[src/source/vec_cfg_pkg.sv]
`default_nettype none

package vec_cfg_pkg;

  // ----------------------------------------------------------------------
  // vl / vtype fields
  // ----------------------------------------------------------------------
  localparam int XLEN_VL = 16;

  // element width, 0..3 map to 8..64 bits
  typedef logic [2:0] sew_t;
  // register grouping, negative codes are fractional
  typedef logic signed [2:0] lmul_t;

  localparam sew_t SEW_MAX = 3'd3;

  typedef struct packed {
    logic  vill;
    logic  vma;
    logic  vta;
    sew_t  sew;
    lmul_t lmul;
  } vtype_t;

  // one rename table entry
  typedef struct packed {
    logic [XLEN_VL-1:0] vl;
    vtype_t             vtype;
  } vlvtype_t;

  // architectural value after reset, also used for illegal results
  localparam vlvtype_t VLVTYPE_RESET = '{
    vl:    '0,
    vtype: '{vill: 1'b1, vma: 1'b0, vta: 1'b0, sew: '0, lmul: '0}
  };

  // ----------------------------------------------------------------------
  // instruction word views
  // ----------------------------------------------------------------------
  localparam logic [1:0] VSETIVLI_TOP = 2'b11;

  typedef struct packed {
    logic        top;
    logic [10:0] zimm;
    logic [4:0]  rs1;
    logic [2:0]  funct3;
    logic [4:0]  rd;
    logic [6:0]  opcode;
  } vsetvli_view_t;

  typedef struct packed {
    logic [1:0] top;
    logic [9:0] zimm;
    logic [4:0] uimm;
    logic [2:0] funct3;
    logic [4:0] rd;
    logic [6:0] opcode;
  } vsetivli_view_t;

  // top bits pick the view
  typedef union packed {
    vsetvli_view_t  vli;
    vsetivli_view_t vili;
  } vsetvl_insn_u;

endpackage

`default_nettype wire

[src/source/vlvtype_ren_pkg.sv]
`default_nettype none

package vlvtype_ren_pkg;

  // ----------------------------------------------------------------------
  // rename transport payloads
  // ----------------------------------------------------------------------
  // index fields depend on the table size, so the valid/index wrappers
  // are built in each module around the bodies below

  // issue request from the front end
  typedef struct packed {
    logic                               valid;
    vec_cfg_pkg::vsetvl_insn_u          insn;
    logic [vec_cfg_pkg::XLEN_VL-1:0]    rs1_val;
  } ren_issue_t;

  // decoded request, before vl is known
  typedef struct packed {
    logic [vec_cfg_pkg::XLEN_VL-1:0] avl;
    vec_cfg_pkg::vtype_t             vtype;
    // rs1 is x0 and rd is not x0
    logic                            avl_is_vlmax;
  } ren_dec_body_t;

  // update and read payload, kept as its own name for the transport side
  typedef vec_cfg_pkg::vlvtype_t ren_upd_body_t;

  // commit side state as seen by the committer
  typedef struct packed {
    logic ready;
    logic credit;
  } ren_cmt_status_t;

endpackage

`default_nettype wire

[src/source/vl_calc_unit.sv]
`default_nettype none

module vl_calc_unit #(
  parameter int  REN_IDX_W = 3,
  parameter int  VLEN      = 128,
  parameter type ren_dec_t = struct packed {
    logic                          valid;
    logic [REN_IDX_W-1:0]          index;
    vlvtype_ren_pkg::ren_dec_body_t body;
  },
  parameter type ren_upd_t = struct packed {
    logic                          valid;
    logic [REN_IDX_W-1:0]          index;
    vlvtype_ren_pkg::ren_upd_body_t vlvtype;
  }
) (
  input  logic     i_clk,
  input  logic     i_reset_n,
  input  ren_dec_t i_dec,
  output ren_upd_t o_upd
);

  localparam int              VL_W       = vec_cfg_pkg::XLEN_VL;
  localparam logic [VL_W-1:0] VLEN_BYTES = VL_W'(VLEN / 8);

  vec_cfg_pkg::vtype_t            vt;
  logic                           legal;
  logic [VL_W-1:0]                vlmax;
  vlvtype_ren_pkg::ren_upd_body_t result;

  logic                           valid_q;
  logic [REN_IDX_W-1:0]           index_q;
  vlvtype_ren_pkg::ren_upd_body_t result_q;

  // ----------------------------------------------------------------------
  // legality and vl
  // ----------------------------------------------------------------------
  always_comb begin
    vt = i_dec.body.vtype;
    // lmul bit 2 set covers both fractional and reserved codes
    legal = !vt.vill && (vt.sew <= vec_cfg_pkg::SEW_MAX) && !vt.lmul[2];

    // VLEN * LMUL / SEW, SEW counted in bytes
    vlmax = (VLEN_BYTES << vt.lmul[1:0]) >> vt.sew[1:0];

    if (!legal) begin
      result = vec_cfg_pkg::VLVTYPE_RESET;
    end else begin
      result.vtype = vt;
      if (i_dec.body.avl_is_vlmax || (i_dec.body.avl > vlmax)) begin
        result.vl = vlmax;
      end else begin
        result.vl = i_dec.body.avl;
      end
    end
  end

  always_ff @(posedge i_clk or negedge i_reset_n) begin
    if (!i_reset_n) begin
      valid_q <= 1'b0;
    end else begin
      valid_q <= i_dec.valid;
    end
  end

  always_ff @(posedge i_clk) begin
    if (i_dec.valid) begin
      index_q  <= i_dec.index;
      result_q <= result;
    end
  end

  assign o_upd.valid   = valid_q;
  assign o_upd.index   = index_q;
  assign o_upd.vlvtype = result_q;

endmodule

`default_nettype wire

[src/source/vlvtype_rename_table.sv]
`default_nettype none

module vlvtype_rename_table #(
  parameter int  REN_SIZE  = 8,
  parameter int  REN_IDX_W = $clog2(REN_SIZE),
  parameter type ren_upd_t = struct packed {
    logic                          valid;
    logic [REN_IDX_W-1:0]          index;
    vlvtype_ren_pkg::ren_upd_body_t vlvtype;
  }
) (
  input  logic                  i_clk,
  input  logic                  i_reset_n,

  input  logic                  i_issue_valid,
  output logic [REN_IDX_W-1:0]  o_issue_index,

  input  ren_upd_t              i_upd,

  input  logic                  i_commit_valid,
  output logic                  o_commit_ready,
  output logic                  o_credit_return,
  output vec_cfg_pkg::vlvtype_t o_arch_vlvtype,

  input  logic [REN_IDX_W-1:0]  i_rd_index,
  output vec_cfg_pkg::vlvtype_t o_rd_vlvtype
);

  typedef logic [REN_SIZE-1:0] slot_vec_t;

  vec_cfg_pkg::vlvtype_t             table_q [REN_SIZE];
  slot_vec_t                         table_valid;
  slot_vec_t                         table_ready;

  logic [REN_IDX_W-1:0]              head_ptr;
  // slot that holds the current architectural value
  logic [REN_IDX_W-1:0]              cmt_ptr;
  logic [REN_IDX_W-1:0]              cmt_next;

  vec_cfg_pkg::vlvtype_t             arch_q;
  vlvtype_ren_pkg::ren_cmt_status_t  cmt_status;

  assign cmt_next = cmt_ptr + 1'b1;

  // ----------------------------------------------------------------------
  // pointers
  // ----------------------------------------------------------------------
  always_ff @(posedge i_clk or negedge i_reset_n) begin
    if (!i_reset_n) begin
      head_ptr <= REN_IDX_W'(1);
      cmt_ptr  <= '0;
    end else begin
      if (i_issue_valid) begin
        head_ptr <= head_ptr + 1'b1;
      end
      if (i_commit_valid) begin
        cmt_ptr <= cmt_next;
      end
    end
  end

  // ----------------------------------------------------------------------
  // slot state
  // ----------------------------------------------------------------------
  always_ff @(posedge i_clk or negedge i_reset_n) begin
    if (!i_reset_n) begin
      table_valid <= slot_vec_t'(1);
      table_ready <= slot_vec_t'(1);
    end else begin
      // old architectural slot is released on commit
      if (i_commit_valid) begin
        table_valid[cmt_ptr] <= 1'b0;
        table_ready[cmt_ptr] <= 1'b0;
      end
      if (i_issue_valid) begin
        table_valid[head_ptr] <= 1'b1;
        table_ready[head_ptr] <= 1'b0;
      end
      if (i_upd.valid) begin
        table_ready[i_upd.index] <= 1'b1;
      end
    end
  end

  always_ff @(posedge i_clk or negedge i_reset_n) begin
    if (!i_reset_n) begin
      table_q <= '{default: vec_cfg_pkg::VLVTYPE_RESET};
    end else if (i_upd.valid) begin
      table_q[i_upd.index] <= i_upd.vlvtype;
    end
  end

  // ----------------------------------------------------------------------
  // commit and credits
  // ----------------------------------------------------------------------
  always_ff @(posedge i_clk or negedge i_reset_n) begin
    if (!i_reset_n) begin
      arch_q            <= vec_cfg_pkg::VLVTYPE_RESET;
      cmt_status.credit <= 1'b0;
    end else begin
      cmt_status.credit <= i_commit_valid;
      if (i_commit_valid) begin
        arch_q <= table_q[cmt_next];
      end
    end
  end

  // next slot must be allocated and written
  assign cmt_status.ready = table_valid[cmt_next] & table_ready[cmt_next];

  assign o_issue_index   = head_ptr;
  assign o_commit_ready  = cmt_status.ready;
  assign o_credit_return = cmt_status.credit;
  assign o_arch_vlvtype  = arch_q;
  assign o_rd_vlvtype    = table_q[i_rd_index];

endmodule

`default_nettype wire

[src/source/vlvtype_rename_top.sv]
`default_nettype none

module vlvtype_rename_top #(
  parameter int  REN_SIZE  = 8,
  parameter int  VLEN      = 128,
  parameter int  REN_IDX_W = $clog2(REN_SIZE),
  parameter type ren_dec_t = struct packed {
    logic                          valid;
    logic [REN_IDX_W-1:0]          index;
    vlvtype_ren_pkg::ren_dec_body_t body;
  },
  parameter type ren_upd_t = struct packed {
    logic                          valid;
    logic [REN_IDX_W-1:0]          index;
    vlvtype_ren_pkg::ren_upd_body_t vlvtype;
  }
) (
  input  logic                        i_clk,
  input  logic                        i_reset_n,
  input  vlvtype_ren_pkg::ren_issue_t i_issue,
  output logic [REN_IDX_W-1:0]        o_issue_index,
  output logic                        o_credit_return,
  input  logic                        i_commit_valid,
  output logic                        o_commit_ready,
  input  logic [REN_IDX_W-1:0]        i_rd_index,
  output vec_cfg_pkg::vlvtype_t       o_rd_vlvtype,
  output ren_upd_t                    o_done,
  output vec_cfg_pkg::vlvtype_t       o_arch_vlvtype
);

  ren_dec_t dec;
  ren_upd_t upd;

  // ----------------------------------------------------------------------
  // issue -> decode -> vl -> table write
  // ----------------------------------------------------------------------
  vsetvl_decoder #(
    .REN_IDX_W (REN_IDX_W),
    .ren_dec_t (ren_dec_t)
  ) u_decoder (
    .i_clk     (i_clk),
    .i_reset_n (i_reset_n),
    .i_issue   (i_issue),
    .i_index   (o_issue_index),
    .o_dec     (dec)
  );

  vl_calc_unit #(
    .REN_IDX_W (REN_IDX_W),
    .VLEN      (VLEN),
    .ren_dec_t (ren_dec_t),
    .ren_upd_t (ren_upd_t)
  ) u_calc (
    .i_clk     (i_clk),
    .i_reset_n (i_reset_n),
    .i_dec     (dec),
    .o_upd     (upd)
  );

  vlvtype_rename_table #(
    .REN_SIZE  (REN_SIZE),
    .REN_IDX_W (REN_IDX_W),
    .ren_upd_t (ren_upd_t)
  ) u_table (
    .i_clk           (i_clk),
    .i_reset_n       (i_reset_n),
    .i_issue_valid   (i_issue.valid),
    .o_issue_index   (o_issue_index),
    .i_upd           (upd),
    .i_commit_valid  (i_commit_valid),
    .o_commit_ready  (o_commit_ready),
    .o_credit_return (o_credit_return),
    .o_arch_vlvtype  (o_arch_vlvtype),
    .i_rd_index      (i_rd_index),
    .o_rd_vlvtype    (o_rd_vlvtype)
  );

  assign o_done = upd;

endmodule

`default_nettype wire

[src/source/vsetvl_decoder.sv]
`default_nettype none

module vsetvl_decoder #(
  parameter int  REN_IDX_W = 3,
  parameter type ren_dec_t = struct packed {
    logic                          valid;
    logic [REN_IDX_W-1:0]          index;
    vlvtype_ren_pkg::ren_dec_body_t body;
  }
) (
  input  logic                        i_clk,
  input  logic                        i_reset_n,
  input  vlvtype_ren_pkg::ren_issue_t i_issue,
  input  logic [REN_IDX_W-1:0]        i_index,
  output ren_dec_t                    o_dec
);

  localparam int VL_W = vec_cfg_pkg::XLEN_VL;

  vec_cfg_pkg::vsetvl_insn_u      insn;
  logic                           is_ivli;
  logic [10:0]                    zimm;
  vlvtype_ren_pkg::ren_dec_body_t dec_body;

  logic                           valid_q;
  logic [REN_IDX_W-1:0]           index_q;
  vlvtype_ren_pkg::ren_dec_body_t body_q;

  assign insn    = i_issue.insn;
  assign is_ivli = (insn.vili.top == vec_cfg_pkg::VSETIVLI_TOP);

  // ----------------------------------------------------------------------
  // field extraction
  // ----------------------------------------------------------------------
  always_comb begin
    if (is_ivli) begin
      dec_body.avl = VL_W'(insn.vili.uimm);
      zimm         = {1'b0, insn.vili.zimm};
    end else begin
      dec_body.avl = i_issue.rs1_val;
      zimm         = insn.vli.zimm;
    end
    dec_body.avl_is_vlmax = !is_ivli && (insn.vli.rs1 == 5'd0) && (insn.vli.rd != 5'd0);

    // reserved zimm bits ride along in vill until the legality check
    dec_body.vtype.vill = |zimm[10:8];
    dec_body.vtype.vma  = zimm[7];
    dec_body.vtype.vta  = zimm[6];
    dec_body.vtype.sew  = zimm[5:3];
    dec_body.vtype.lmul = zimm[2:0];
  end

  always_ff @(posedge i_clk or negedge i_reset_n) begin
    if (!i_reset_n) begin
      valid_q <= 1'b0;
    end else begin
      valid_q <= i_issue.valid;
    end
  end

  always_ff @(posedge i_clk) begin
    if (i_issue.valid) begin
      index_q <= i_index;
      body_q  <= dec_body;
    end
  end

  assign o_dec.valid = valid_q;
  assign o_dec.index = index_q;
  assign o_dec.body  = body_q;

endmodule

`default_nettype wire

[config.mk]
export PLATFORM = sky130hd
export DESIGN_NAME = vlvtype_rename_top
export DESIGN_NICKNAME = d
export VERILOG_FILES = /design/src/source/vec_cfg_pkg.sv /design/src/source/vlvtype_ren_pkg.sv /design/src/source/vl_calc_unit.sv /design/src/source/vlvtype_rename_table.sv /design/src/source/vlvtype_rename_top.sv /design/src/source/vsetvl_decoder.sv
export SDC_FILE = /design/constraint.sdc
export NUM_CORES = 1
export LEC_CHECK = 0
export BUFFER_PORTS_ARGS = -buffer_cell sky130_fd_sc_hd__buf_4
export CAP_MARGIN = 10
export CORE_MARGIN = 2
export CORE_UTILIZATION = 35
export CTS_BUF_LIST = sky130_fd_sc_hd__clkbuf_16
export DETAILED_ROUTE_END_ITERATION = 10
export PLACE_DENSITY = 0.6
export SYNTH_ARGS = -nofsm -noshare
export SYNTH_HDL_FRONTEND = slang
export SYNTH_HIERARCHICAL = 1
export SYNTH_SLANG_ARGS = --single-unit
[constraint.sdc]
create_clock -name i_clk -period 2.7 [get_ports i_clk]
set_input_delay 0.27 -clock i_clk [delete_from_list [all_inputs] [get_ports i_clk]]
set_output_delay 0.27 -clock i_clk [all_outputs]
set_load 0.02 [all_outputs]
# ---- After elaboration in Yosys (flattened, before gate mapping)
# Cells that the tools add are included.
dict set report classes {
  add_sub_neg 2
  n_mul 0
  muxes 27
  n_shift 2
  n_div 0
  n_reduce_logical 15
  bitwise_logic 11
  order_cmp 13
  n_eq_ne 1
}
# operator n
set ops {}
lappend ops {{$bwmux W200} 1}
lappend ops {{$bmux W25 S3} 2}
lappend ops {{$mux W25} 5}
lappend ops {{$demux W25 S3} 1}
lappend ops {{$mux W8} 5}
lappend ops {{$and A8 B8 Y8} 3}
lappend ops {{$gt A16 B16 Y1} 1}
lappend ops {{$lt A3 B4 Y1 const B} 4}
lappend ops {{$mux W16} 1}
lappend ops {{$not A8 Y8} 2}
lappend ops {{$or A8 B8 Y8} 2}
lappend ops {{$shl A5 B2 Y16 const A} 1}
lappend ops {{$shr A16 B2 Y16} 1}
lappend ops {{$ge A4 B4 Y1 const B} 3}
lappend ops {{$not A3 Y4} 3}
lappend ops {{$mux W11} 1}
lappend ops {{$demux W1 S3} 3}
lappend ops {{$ge A3 B1 Y1 const B} 3}
lappend ops {{$logic_and A1 B1 Y1} 8}
lappend ops {{$add A3 B1 Y3 const B} 2}
lappend ops {{$bmux W1 S3} 2}
lappend ops {{$logic_not A5 Y1} 1}
lappend ops {{$mux W1} 5}
lappend ops {{$mux W5} 1}
lappend ops {{8 further kinds} 10}
dict set report word_totals {
  output_inout_bits 84
  ff_bits 307
  wordCells 148
  in_bits 55
  ramBits 0
  romBits 0
  memories 0
  latchBits 0
}

# ---- Logic depth before layout (Yosys ltp)
# Gate-level depths: netlist (run 1).
dict set report logic_depth {
  depth_word 11
  depth_mapped 9
  ltp_nobuf 9
}

# ---- By module
# Netlist (run 1), hierarchy kept.
# module area_each_um2 cells_per_inst seq_area_each_um2 n_inst
set by_module_without_submodules {}
lappend by_module_without_submodules {vlvtype_rename_table 12763.5 883 6221.0 1}
lappend by_module_without_submodules {vl_calc_unit 1342.5 100 865.8 1}
lappend by_module_without_submodules {vsetvl_decoder 1114.8 58 895.9 1}

# ---- Worst setup path after synthesis (run 1)
# OpenSTA, ideal clock, no wires.
dict set report synth_timing {
  path_kind {reg-to-reg}
  from {register u_decoder.body_q, in the netlist u_decoder/o_dec[4]}
  to {register u_calc.result_q, in the netlist u_calc/o_upd[10], data pin}
  path_buffers 0
  period_less_slack_ns 2.426
  path_stages_with_launch 9
  t_arrival_ns 2.167
  setup_time_ns 0.259
  required_ns 2.441
  setup_slack_ns 0.274
  path_cell_list {edfxtp_1 > nand2b_1 > or2_2 > ha_1 > nand4_1 > or4b_4 > o21a_1 > o21ai_0 > a21oi_1}
}
dict set report synth_between {
  elab_chain_cells 4
  elab_cells_between_ends 7
  classes_between {2 x order compare; 1 x shift; 1 x mux; 3 x reduce/logical}
}
# element line_no
set synth_lines {}
lappend synth_lines {{from (decl)} vsetvl_decoder.sv:27} ;# vlvtype_ren_pkg::ren_dec_body_t body_q;
lappend synth_lines {{from (signal assigned)} vsetvl_decoder.sv:64} ;# body_q <= dec_body;
lappend synth_lines {{$shr A16 B2 Y16} vl_calc_unit.sv:44} ;# vlmax = (VLEN_BYTES << vt.lmul[1:0]) >> vt.sew[1:0];
lappend synth_lines {{$gt A16 B16 Y1} vl_calc_unit.sv:50} ;# if (i_dec.body.avl_is_vlmax || (i_dec.body.avl > vlmax)) begin
lappend synth_lines {{$logic_or A1 B1 Y1} vl_calc_unit.sv:50}
lappend synth_lines {{$mux W16} vl_calc_unit.sv:50}
lappend synth_lines {{to (signal assigned)} vl_calc_unit.sv:69} ;# result_q <= result;
lappend synth_lines {{to (decl)} vl_calc_unit.sv:33} ;# vlvtype_ren_pkg::ren_upd_body_t result_q;
# Parallel ways exist; a longest one is shown, timed or not.
# A chain may end at the register's enable or synchronous reset.

# ---- Final worst setup path (run 1)
dict set report layout_timing {
  from {register u_decoder.body_q, in the netlist u_decoder/o_dec[1]}
  to {register u_calc.result_q, in the netlist u_calc/o_upd[12], data pin}
}
dict set report layout_between {
  elab_chain_cells 5
}
# element line_no
set layout_lines {}
lappend layout_lines {{$shl A5 B2 Y16 *} vl_calc_unit.sv:44}
lappend layout_lines {{$shr A16 B2 Y16 *} vl_calc_unit.sv:44}
lappend layout_lines {{$gt A16 B16 Y1} vl_calc_unit.sv:50}
lappend layout_lines {{$logic_or A1 B1 Y1} vl_calc_unit.sv:50}
lappend layout_lines {{$mux W16 *} vl_calc_unit.sv:50}
# Mark *: on every way between the ends. The rest lies on a longest branch, timed or not.

==> results of run 1 <==
-- cells in the mapped netlist (all sizes together), types with 4 or more instances --
library cell,instances
ha,9
mux2i,100
nand4,5
nand2b,5
dfrtp,238
and2b,15
a21oi,10
nor2b,16
nor3,9
nor2,9
o21bai,4
buf,56
mux2,232
mux4,51
nand2,34
clkbuf,16
and2,21
a31o,25
a21o,8
dfstp,12
edfxtp,57
nand3,22
a22oi,50
o21ai,8
-- area by class of cell --
| cell class | instances | area share |
|---|---|---|
| tap | 585 | 0.0403 |
| sequential | 307 | 0.440 |
| inverter | 3 | 0.000620 |
| clock inverter | 25 | 0.00676 |
| multi-input combinational | 668 | 0.373 |
| clock buffer | 39 | 0.0538 |
| timing repair buffer | 177 | 0.0853 |
-- routing by layer --
layer	global-route usage	part of all wire	wire length (um)
met5	0	0	0
met3	0.0332	0.043	1630
met2	0.276	0.47	18000
met1	0.242	0.47	18000
met4	0.0417	0.017	633
-- critical path, delay by kind of cell, from the launching register on --
family                   cells  cell delay, ps
flip-flops                   1             410
buffers and inverters        1             160
AO/OA/AOI/OAI                3             440
AND/OR/NAND/NOR              4            1060
adder cells (fa/ha/maj)      1             330
-- per-stage QoR --
stage,util,setup WS (ps),instances
3_3_place_gp,0.393,135,1727
4_1_cts,0.421,13.3,1801
2_1_floorplan,-,274,1050
3_5_place_dp,0.393,69.3,1727
6_report,0.422,60.4,1804
5_1_grt,0.422,0.634,1804
-- timing repair --
action,in CTS,in global routing
resized for setup,0,6
buffers inserted,0,2
hold buffers,10,0
hold endpoints to repair,70,0
endpoints found under the setup margin,0,8
-- state kept, by name (all words and copies together), names as in the netlist, 3 cells and up --
register	flops
u_decoder/o_dec	26
u_table/table_ready	8
u_table/o_arch_vlvtype	25
u_table/o_issue_index	3
u_table/cmt_ptr	3
u_table/table_valid	8
u_decoder/index_q	3
u_table/table_q	200
u_calc/index_q	3
u_calc/o_upd	25
-- cells in the final DEF, fill, tap and decap left out, drive strengths merged, types with 2 or more instances in the layout --
cell / Yosys / final
o22a: 2 / 2
nor3: 9 / 9
dlygate4sd3: 0 / 10
or2: 3 / 3
nor2b: 16 / 16
nand4: 5 / 5
inv: 2 / 13
and2: 21 / 21
nor2: 9 / 9
o21bai: 4 / 4
o21ai: 8 / 9
nand2: 34 / 34
a21oi: 10 / 10
conb: 1 / 10
xnor2: 3 / 3
mux2: 232 / 232
edfxtp: 57 / 57
a31o: 25 / 25
buf: 56 / 167
a22oi: 50 / 50
clkinv: 1 / 14
dfstp: 12 / 12
nand4b: 3 / 3
a21o: 8 / 8
clkbuf: 16 / 39
a211oi: 2 / 2
nand2b: 5 / 5
and2b: 15 / 15
nor3b: 3 / 3
xor2: 3 / 3
nand3: 22 / 22
mux2i: 100 / 100
mux4: 51 / 51
dfrtp: 238 / 238
ha: 9 / 9
-- kinds of logic (layout without fill, tap and decap cells) --
logic type | count (synthesis) | count (layout) | share of synthesized area
mux | 383 | 383 | 0.314
flops | 307 | 307 | 0.524
simple gates | 149 | 149 | 0.0591
compound gates | 110 | 111 | 0.0546
buf+inv | 76 | 244 | 0.0359
fa+ha+maj | 9 | 9 | 0.00740
xor+xnor | 6 | 6 | 0.00395
other cells | 1 | 10 | 0.000246
-- where the power goes --
part / switching (W) / internal, W / total (W)
logic: 0.00444 / 0.00514 / 0.00958
registers: 0.00150 / 0.00678 / 0.00828
clock network: 0.00186 / 0.00267 / 0.00453
-- how the worst max path moves through the flow --
stage	from	endpoint	slack (ps)	cells after the start
6_report	u_decoder/o_dec[1]	u_calc/o_upd[12]	60	9
5_1_grt	u_decoder/o_dec[4]	u_calc/o_upd[10]	0.6	9
4_1_cts	u_table/cmt_ptr[1]	o_commit_ready	10	4
3_5_place_dp	u_decoder/o_dec[4]	u_calc/o_upd[12]	70	8
3_3_place_gp	u_decoder/o_dec[4]	u_calc/o_upd[10]	130	8
2_1_floorplan	u_decoder/o_dec[4]	u_calc/o_upd[10]	270	8
==> impl_metrics.json, run 1 <==
{
  "max_stage_delay_ps": 560,
  "required_ps": 2970,
  "port_buffers": 128,
  "rsz0062_at_grt": "no",
  "clock_latency_ps": 530,
  "p_leak_nw": 7.72,
  "power.density_nw_per_um2": 1230,
  "whs_endpoint": "u_decoder/o_dec[9]",
  "multiInputGateArea_sq_um": 6780,
  "grt_pass1_vias": 9763,
  "h-tree-depth": 2,
  "worstSetupPathType": "reg -> reg",
  "synth-edff-count": 57,
  "ant_nets": 0,
  "final_net_count": 1257,
  "hold_slack_ps": 26.9,
  "clk_pin_slew_ps": 60,
  "viasPerCell": 5.19,
  "synthTopCellsByArea": "dfrtp_1 39%, mux2_2 16%, edfxtp_1 11%",
  "avgSynthCellArea_sq_um": 14.6,
  "routabilityCongestion": 0.797,
  "finalMaxSlewViolations": 0,
  "grt_max_degree": 71,
  "finalCritPeriodShare": 0.978,
  "hold-path-cell-count": 3,
  "crit_fanout": 5,
  "ys_types": 63,
  "dieWidth_um": 213,
  "min-delay-start": "i_issue[44]",
  "skew_ps": 13.3,
  "cts_sinks": 307,
  "cts_buffers": 36,
  "path_cells": "nand2b_1 -> buf_4 -> o22a_1 -> ha_1 -> nand2_1 -> or4b_4 -> o21a_1 -> nor3_1 -> a211oi_1",
  "netlist_area_sq_um": 15200,
  "cts_max_path_buffers": 3,
  "ys_seq_elements": 307,
  "place_hpwl_um": 23900,
  "initial_utilization": 0.354,
  "synth_ff_type": "dfrtp_1",
  "endpoint_kind": "flip-flop",
  "antenna_found_initial": 2,
  "rr_endpoint": "u_calc/o_upd[12]",
  "synth_top_area_frac": 0.391,
  "fmax_ghz": 0.379,
  "route.detailed.drc": 0,
  "hold_class": "in -> reg",
  "peakVddDrop_mv": 0.731,
  "fin_tns_setup_ps": 0,
  "maxCapViolCount": 0,
  "worstReg2RegStart": "u_decoder/o_dec[1]",
  "reg2reg_depth": 9,
  "cts_tree": "yes",
  "io_pins": 139,
  "syn_inst": 1041,
  "finalPower_w": 0.0224,
  "grtUsageTotal": 0.173,
  "startpoint_type": "flip-flop",
  "place_area_sq_um": 16900,
  "via_count": 9361,
  "firstDrtPassIters": 5,
  "ys_seq_area_frac": 0.524,
  "cts_root_buf": "clkbuf_16",
  "fp-row-count": 76,
  "tightest_slew_ps": 624,
  "syn_to_final_growth_pct": 19.2,
  "die_h_um": 213,
  "wirelength_um": 38300,
  "antenna_cells": 0,
  "final_layout_size_suffix_gt1_frac": 0.450,
  "fill_cells": 4038,
  "cpMaxStageDelayCell": "or4b_4",
  "finalCriticalPeriod_ps": 2640,
  "ys_warn_count": 6,
  "drtIter0Drc": 492,
  "routedWlPerCell_um": 21.2,
  "status": "completed",
  "gr-total-overflow": 0,
  "setup_viol": 0,
  "synth_top_area_cell": "dfrtp_1",
  "slew_headroom": 0.580,
  "ff_latch_area_sq_um": 7980,
  "final_area_sq_um": 18100,
  "hold_violations": 0,
  "core_sq_um": 43000,
  "grt_first_pass_wirelength_um": 58700,
  "die_area_sq_um": 45200,
  "crit_arrival_ps": 2910,
  "r2r_slack_ps": 60,
  "async_flop_share": 0.814
}
Power figures use the tool's default switching activity.
==> run 2: changes to the inputs <==
Settings changed: ABC_AREA set to 1, BUFFER_PORTS_ARGS -buffer_cell sky130_fd_sc_hd__buf_4 to unset, DONT_BUFFER_PORTS set to 1, PLACE_DENSITY 0.6 to 0.57.
==> impl_metrics.json, run 2 <==
{
  "worstSetupPathType": "reg -> reg",
  "antenna_found_initial": 0,
  "grt_pass1_vias": 13000,
  "clock_latency_ps": 520,
  "path_buf_inv": 1,
  "hold_slack_ps": -541,
  "dieWidth_um": 218,
  "ff_latch_area_sq_um": 7990,
  "largest_reg_flops": 200,
  "ys_types": 33,
  "fp-row-count": 78,
  "async_flop_share": 0.814,
  "required_ps": 2960,
  "synthTopCellsByArea": "dfrtp_1 37%, nand2_1 20%, edfxtp_1 11%",
  "synth_ff_type": "dfrtp_1",
  "avgSynthCellArea_sq_um": 7.59,
  "grt_first_pass_wirelength_um": 73100,
  "p_leak_nw": 9.01,
  "h-tree-depth": 2,
  "route.detailed.drc": 0,
  "fill_cells": 4626,
  "antenna_cells": 0,
  "startpoint_type": "flip-flop",
  "tightest_slew_ps": 762,
  "crit_top_cell": "nand2_1",
  "ys_warn_count": 6,
  "cts_tree": "yes",
  "viasPerCell": 4.95,
  "maxCapViolCount": 0,
  "io_pins": 139,
  "ys_seq_elements": 307,
  "startpoint": "u_decoder/o_dec[1]",
  "use_met2": 0.317,
  "hold_violations": 250,
  "ys_seq_area_frac": 0.499,
  "rsz0062_at_grt": "no",
  "synth_common_cells": "844 x nand2_1, 261 x inv_1, 238 x dfrtp_1",
  "layout_common_cells": "838 x nand2_1, 270 x inv_1, 237 x dfrtp_1",
  "violations": "hold timing",
  "core_sq_um": 45300,
  "synth.most_common_cell": "nand2_1",
  "cpMaxStageDelayCell": "edfxtp_1",
  "grtUsageTotal": 0.197,
  "setup_viol": 0,
  "grt_max_degree": 251,
  "use_met1": 0.267,
  "place_hpwl_um": 26200,
  "cts_max_path_buffers": 3,
  "finalMaxSlewViolations": 0,
  "ant_nets": 0,
  "syn_inst": 2109,
  "status": "finished, violations left",
  "reg2reg_depth": 14,
  "max_stage_delay_ps": 440,
  "synth_top_area_cell": "dfrtp_1",
  "final_net_count": 2151,
  "skew_ps": 17.3,
  "layout_commonest_cell": "nand2_1",
  "synth-edff-count": 57,
  "power.density_nw_per_um2": 1050,
  "multiInputGateArea_sq_um": 6360,
  "gr-total-overflow": 0,
  "routabilityCongestion": 0.842,
  "cts_sinks": 307,
  "wirelength_um": 46100,
  "rr_endpoint": "u_calc/o_upd[15]",
  "peakVddDrop_mv": 0.601,
  "netlist_area_sq_um": 16000,
  "met3_usage": 0.0391,
  "port_buffers": 0,
  "endpoint_kind": "flip-flop",
  "fin_tns_setup_ps": 0,
  "r2r_slack_ps": 260,
  "path_cells": "inv_1 -> nand2_1 -> o21ai_0 -> nand2_1 -> ha_1 -> nand2_1 -> nor2_1 -> nand2_1 -> nand2_1 -> nand2_1 -> nand2_2 -> nand2_1 -> nand2_1 -> nor2_1",
  "initial_utilization": 0.353,
  "drtIter0Drc": 1062,
  "worstReg2RegStart": "u_decoder/o_dec[1]",
  "endpoint": "u_calc/o_upd[15]",
  "critPathTopFamily": "simple AND/OR/NAND/NOR gates",
  "die_area_sq_um": 47400,
  "routedWlPerCell_um": 17.0,
  "slew_headroom": 0.491,
  "clk_pin_slew_ps": 60,
  "final_layout_size_suffix_gt1_frac": 0.0563,
  "finalCriticalPeriod_ps": 2440,
  "worstSetupPathDepth": 14,
  "crit_fanout": 13,
  "via_count": 13400,
  "cts-hold-fix-buffers": 34,
  "firstDrtPassIters": 5,
  "grt_busiest_layer": "met2",
  "crit_arrival_ps": 2710,
  "synth_top_area_frac": 0.372,
  "cts_root_buf": "clkbuf_16",
  "fmax_ghz": 0.409,
  "cts_buffers": 35,
  "hold_class": "in -> async",
  "die_h_um": 218,
  "top_register": "u_table/table_q",
  "syn_to_final_growth_pct": 12.0,
  "finalCritPeriodShare": 0.905
}
==> run 2: cell count changes in the layout (fill, tap and decap cells not counted), sizes merged, moves of 24 or more <==
cell | previous run | this run
mux2 | 232 | 0
inv | 13 | 279
nor2 | 9 | 65
o211ai | 0 | 97
a22oi | 50 | 0
mux2i | 100 | 0
nand2 | 34 | 848
o21ai | 9 | 218
a31o | 25 | 1
mux4 | 51 | 0
nand3 | 22 | 157
buf | 167 | 22
==> run 2: worst reg2reg max path, delay by kind of cell, from the launching register on <==
kind            cells  cell delay, ps
compound gates      1             290
fa+ha+maj           1             310
buf+inv             1             110
flops               1             440
simple gates       11            1040
==> run 2: report_power, final <==
part           switching [W]  leakage (nW)  internal (W)
Sequential           0.00151          3.65       0.00662
Clock                0.00192         0.619       0.00301
Combinational        0.00366          4.74       0.00209
==> run 2: cell type report <==
type                       instances  share of cell area
clock buffer                      38              0.0531
clock inverter                    25              0.0133
inverter                         271              0.0570
multi-input combinational       1417               0.355
sequential                       307               0.446
tap                              600              0.0419
timing repair buffer              55              0.0339
==> run 2: worst min path at each step <==
stage	from	end	cells after the start
final	i_reset_n	u_table/table_q[18]	0
after global routing	i_reset_n	u_table/table_q[18]	0
after CTS	i_reset_n	u_table/o_arch_vlvtype[18]	0
after detailed placement	i_reset_n	u_table/o_arch_vlvtype[18]	0
after global placement	i_reset_n	u_table/o_arch_vlvtype[18]	0
after floorplan	i_reset_n	u_calc/valid_q	0
==> run 2: layer usage <==
layer	wire length [um]	share of wire	up-vias
met2	21300	0.46	367
met3	2860	0.062	83
met5	0	0	-
li1	-	-	6629
met1	20900	0.45	6360
met4	1160	0.025	0
==> run 2: metrics by stage <==
step / instances / setup WS, ps / utilization / total power (W) / area (sq um)
final: 2713 / 256 / 0.396 / 0.0188 / 17900
after global routing: 2713 / 64.2 / 0.396 / 0.0203 / 17900
after detailed placement: 2616 / 248 / 0.362 / 0.0138 / 16400
after floorplan: 2118 / 618 / - / 0.0124 / 16000
after global placement: 2616 / 375 / 0.362 / 0.0136 / 16400
after CTS: 2713 / 240 / 0.396 / 0.0189 / 17900
==> run 2: repair_timing <==
| item | 4_1_cts | 5_1_grt |
|---|---|---|
| endpoints found under the hold margin | 314 | 250 |
| endpoints found under the setup margin | 0 | 2 |
| resized for setup | 0 | 1 |
| buffers inserted | 0 | 0 |
==> run 2: logic make-up after synthesis <==
family,Yosys count,synth area share
AOI/OAI and AO/OA,320,0.116
xor gates and xnor gates,2,0.00110
adders and majority gates,9,0.00704
buffers and inverters,394,0.107
DFF,307,0.499
other,1,0.000234
and+or+nand+nor,1076,0.270
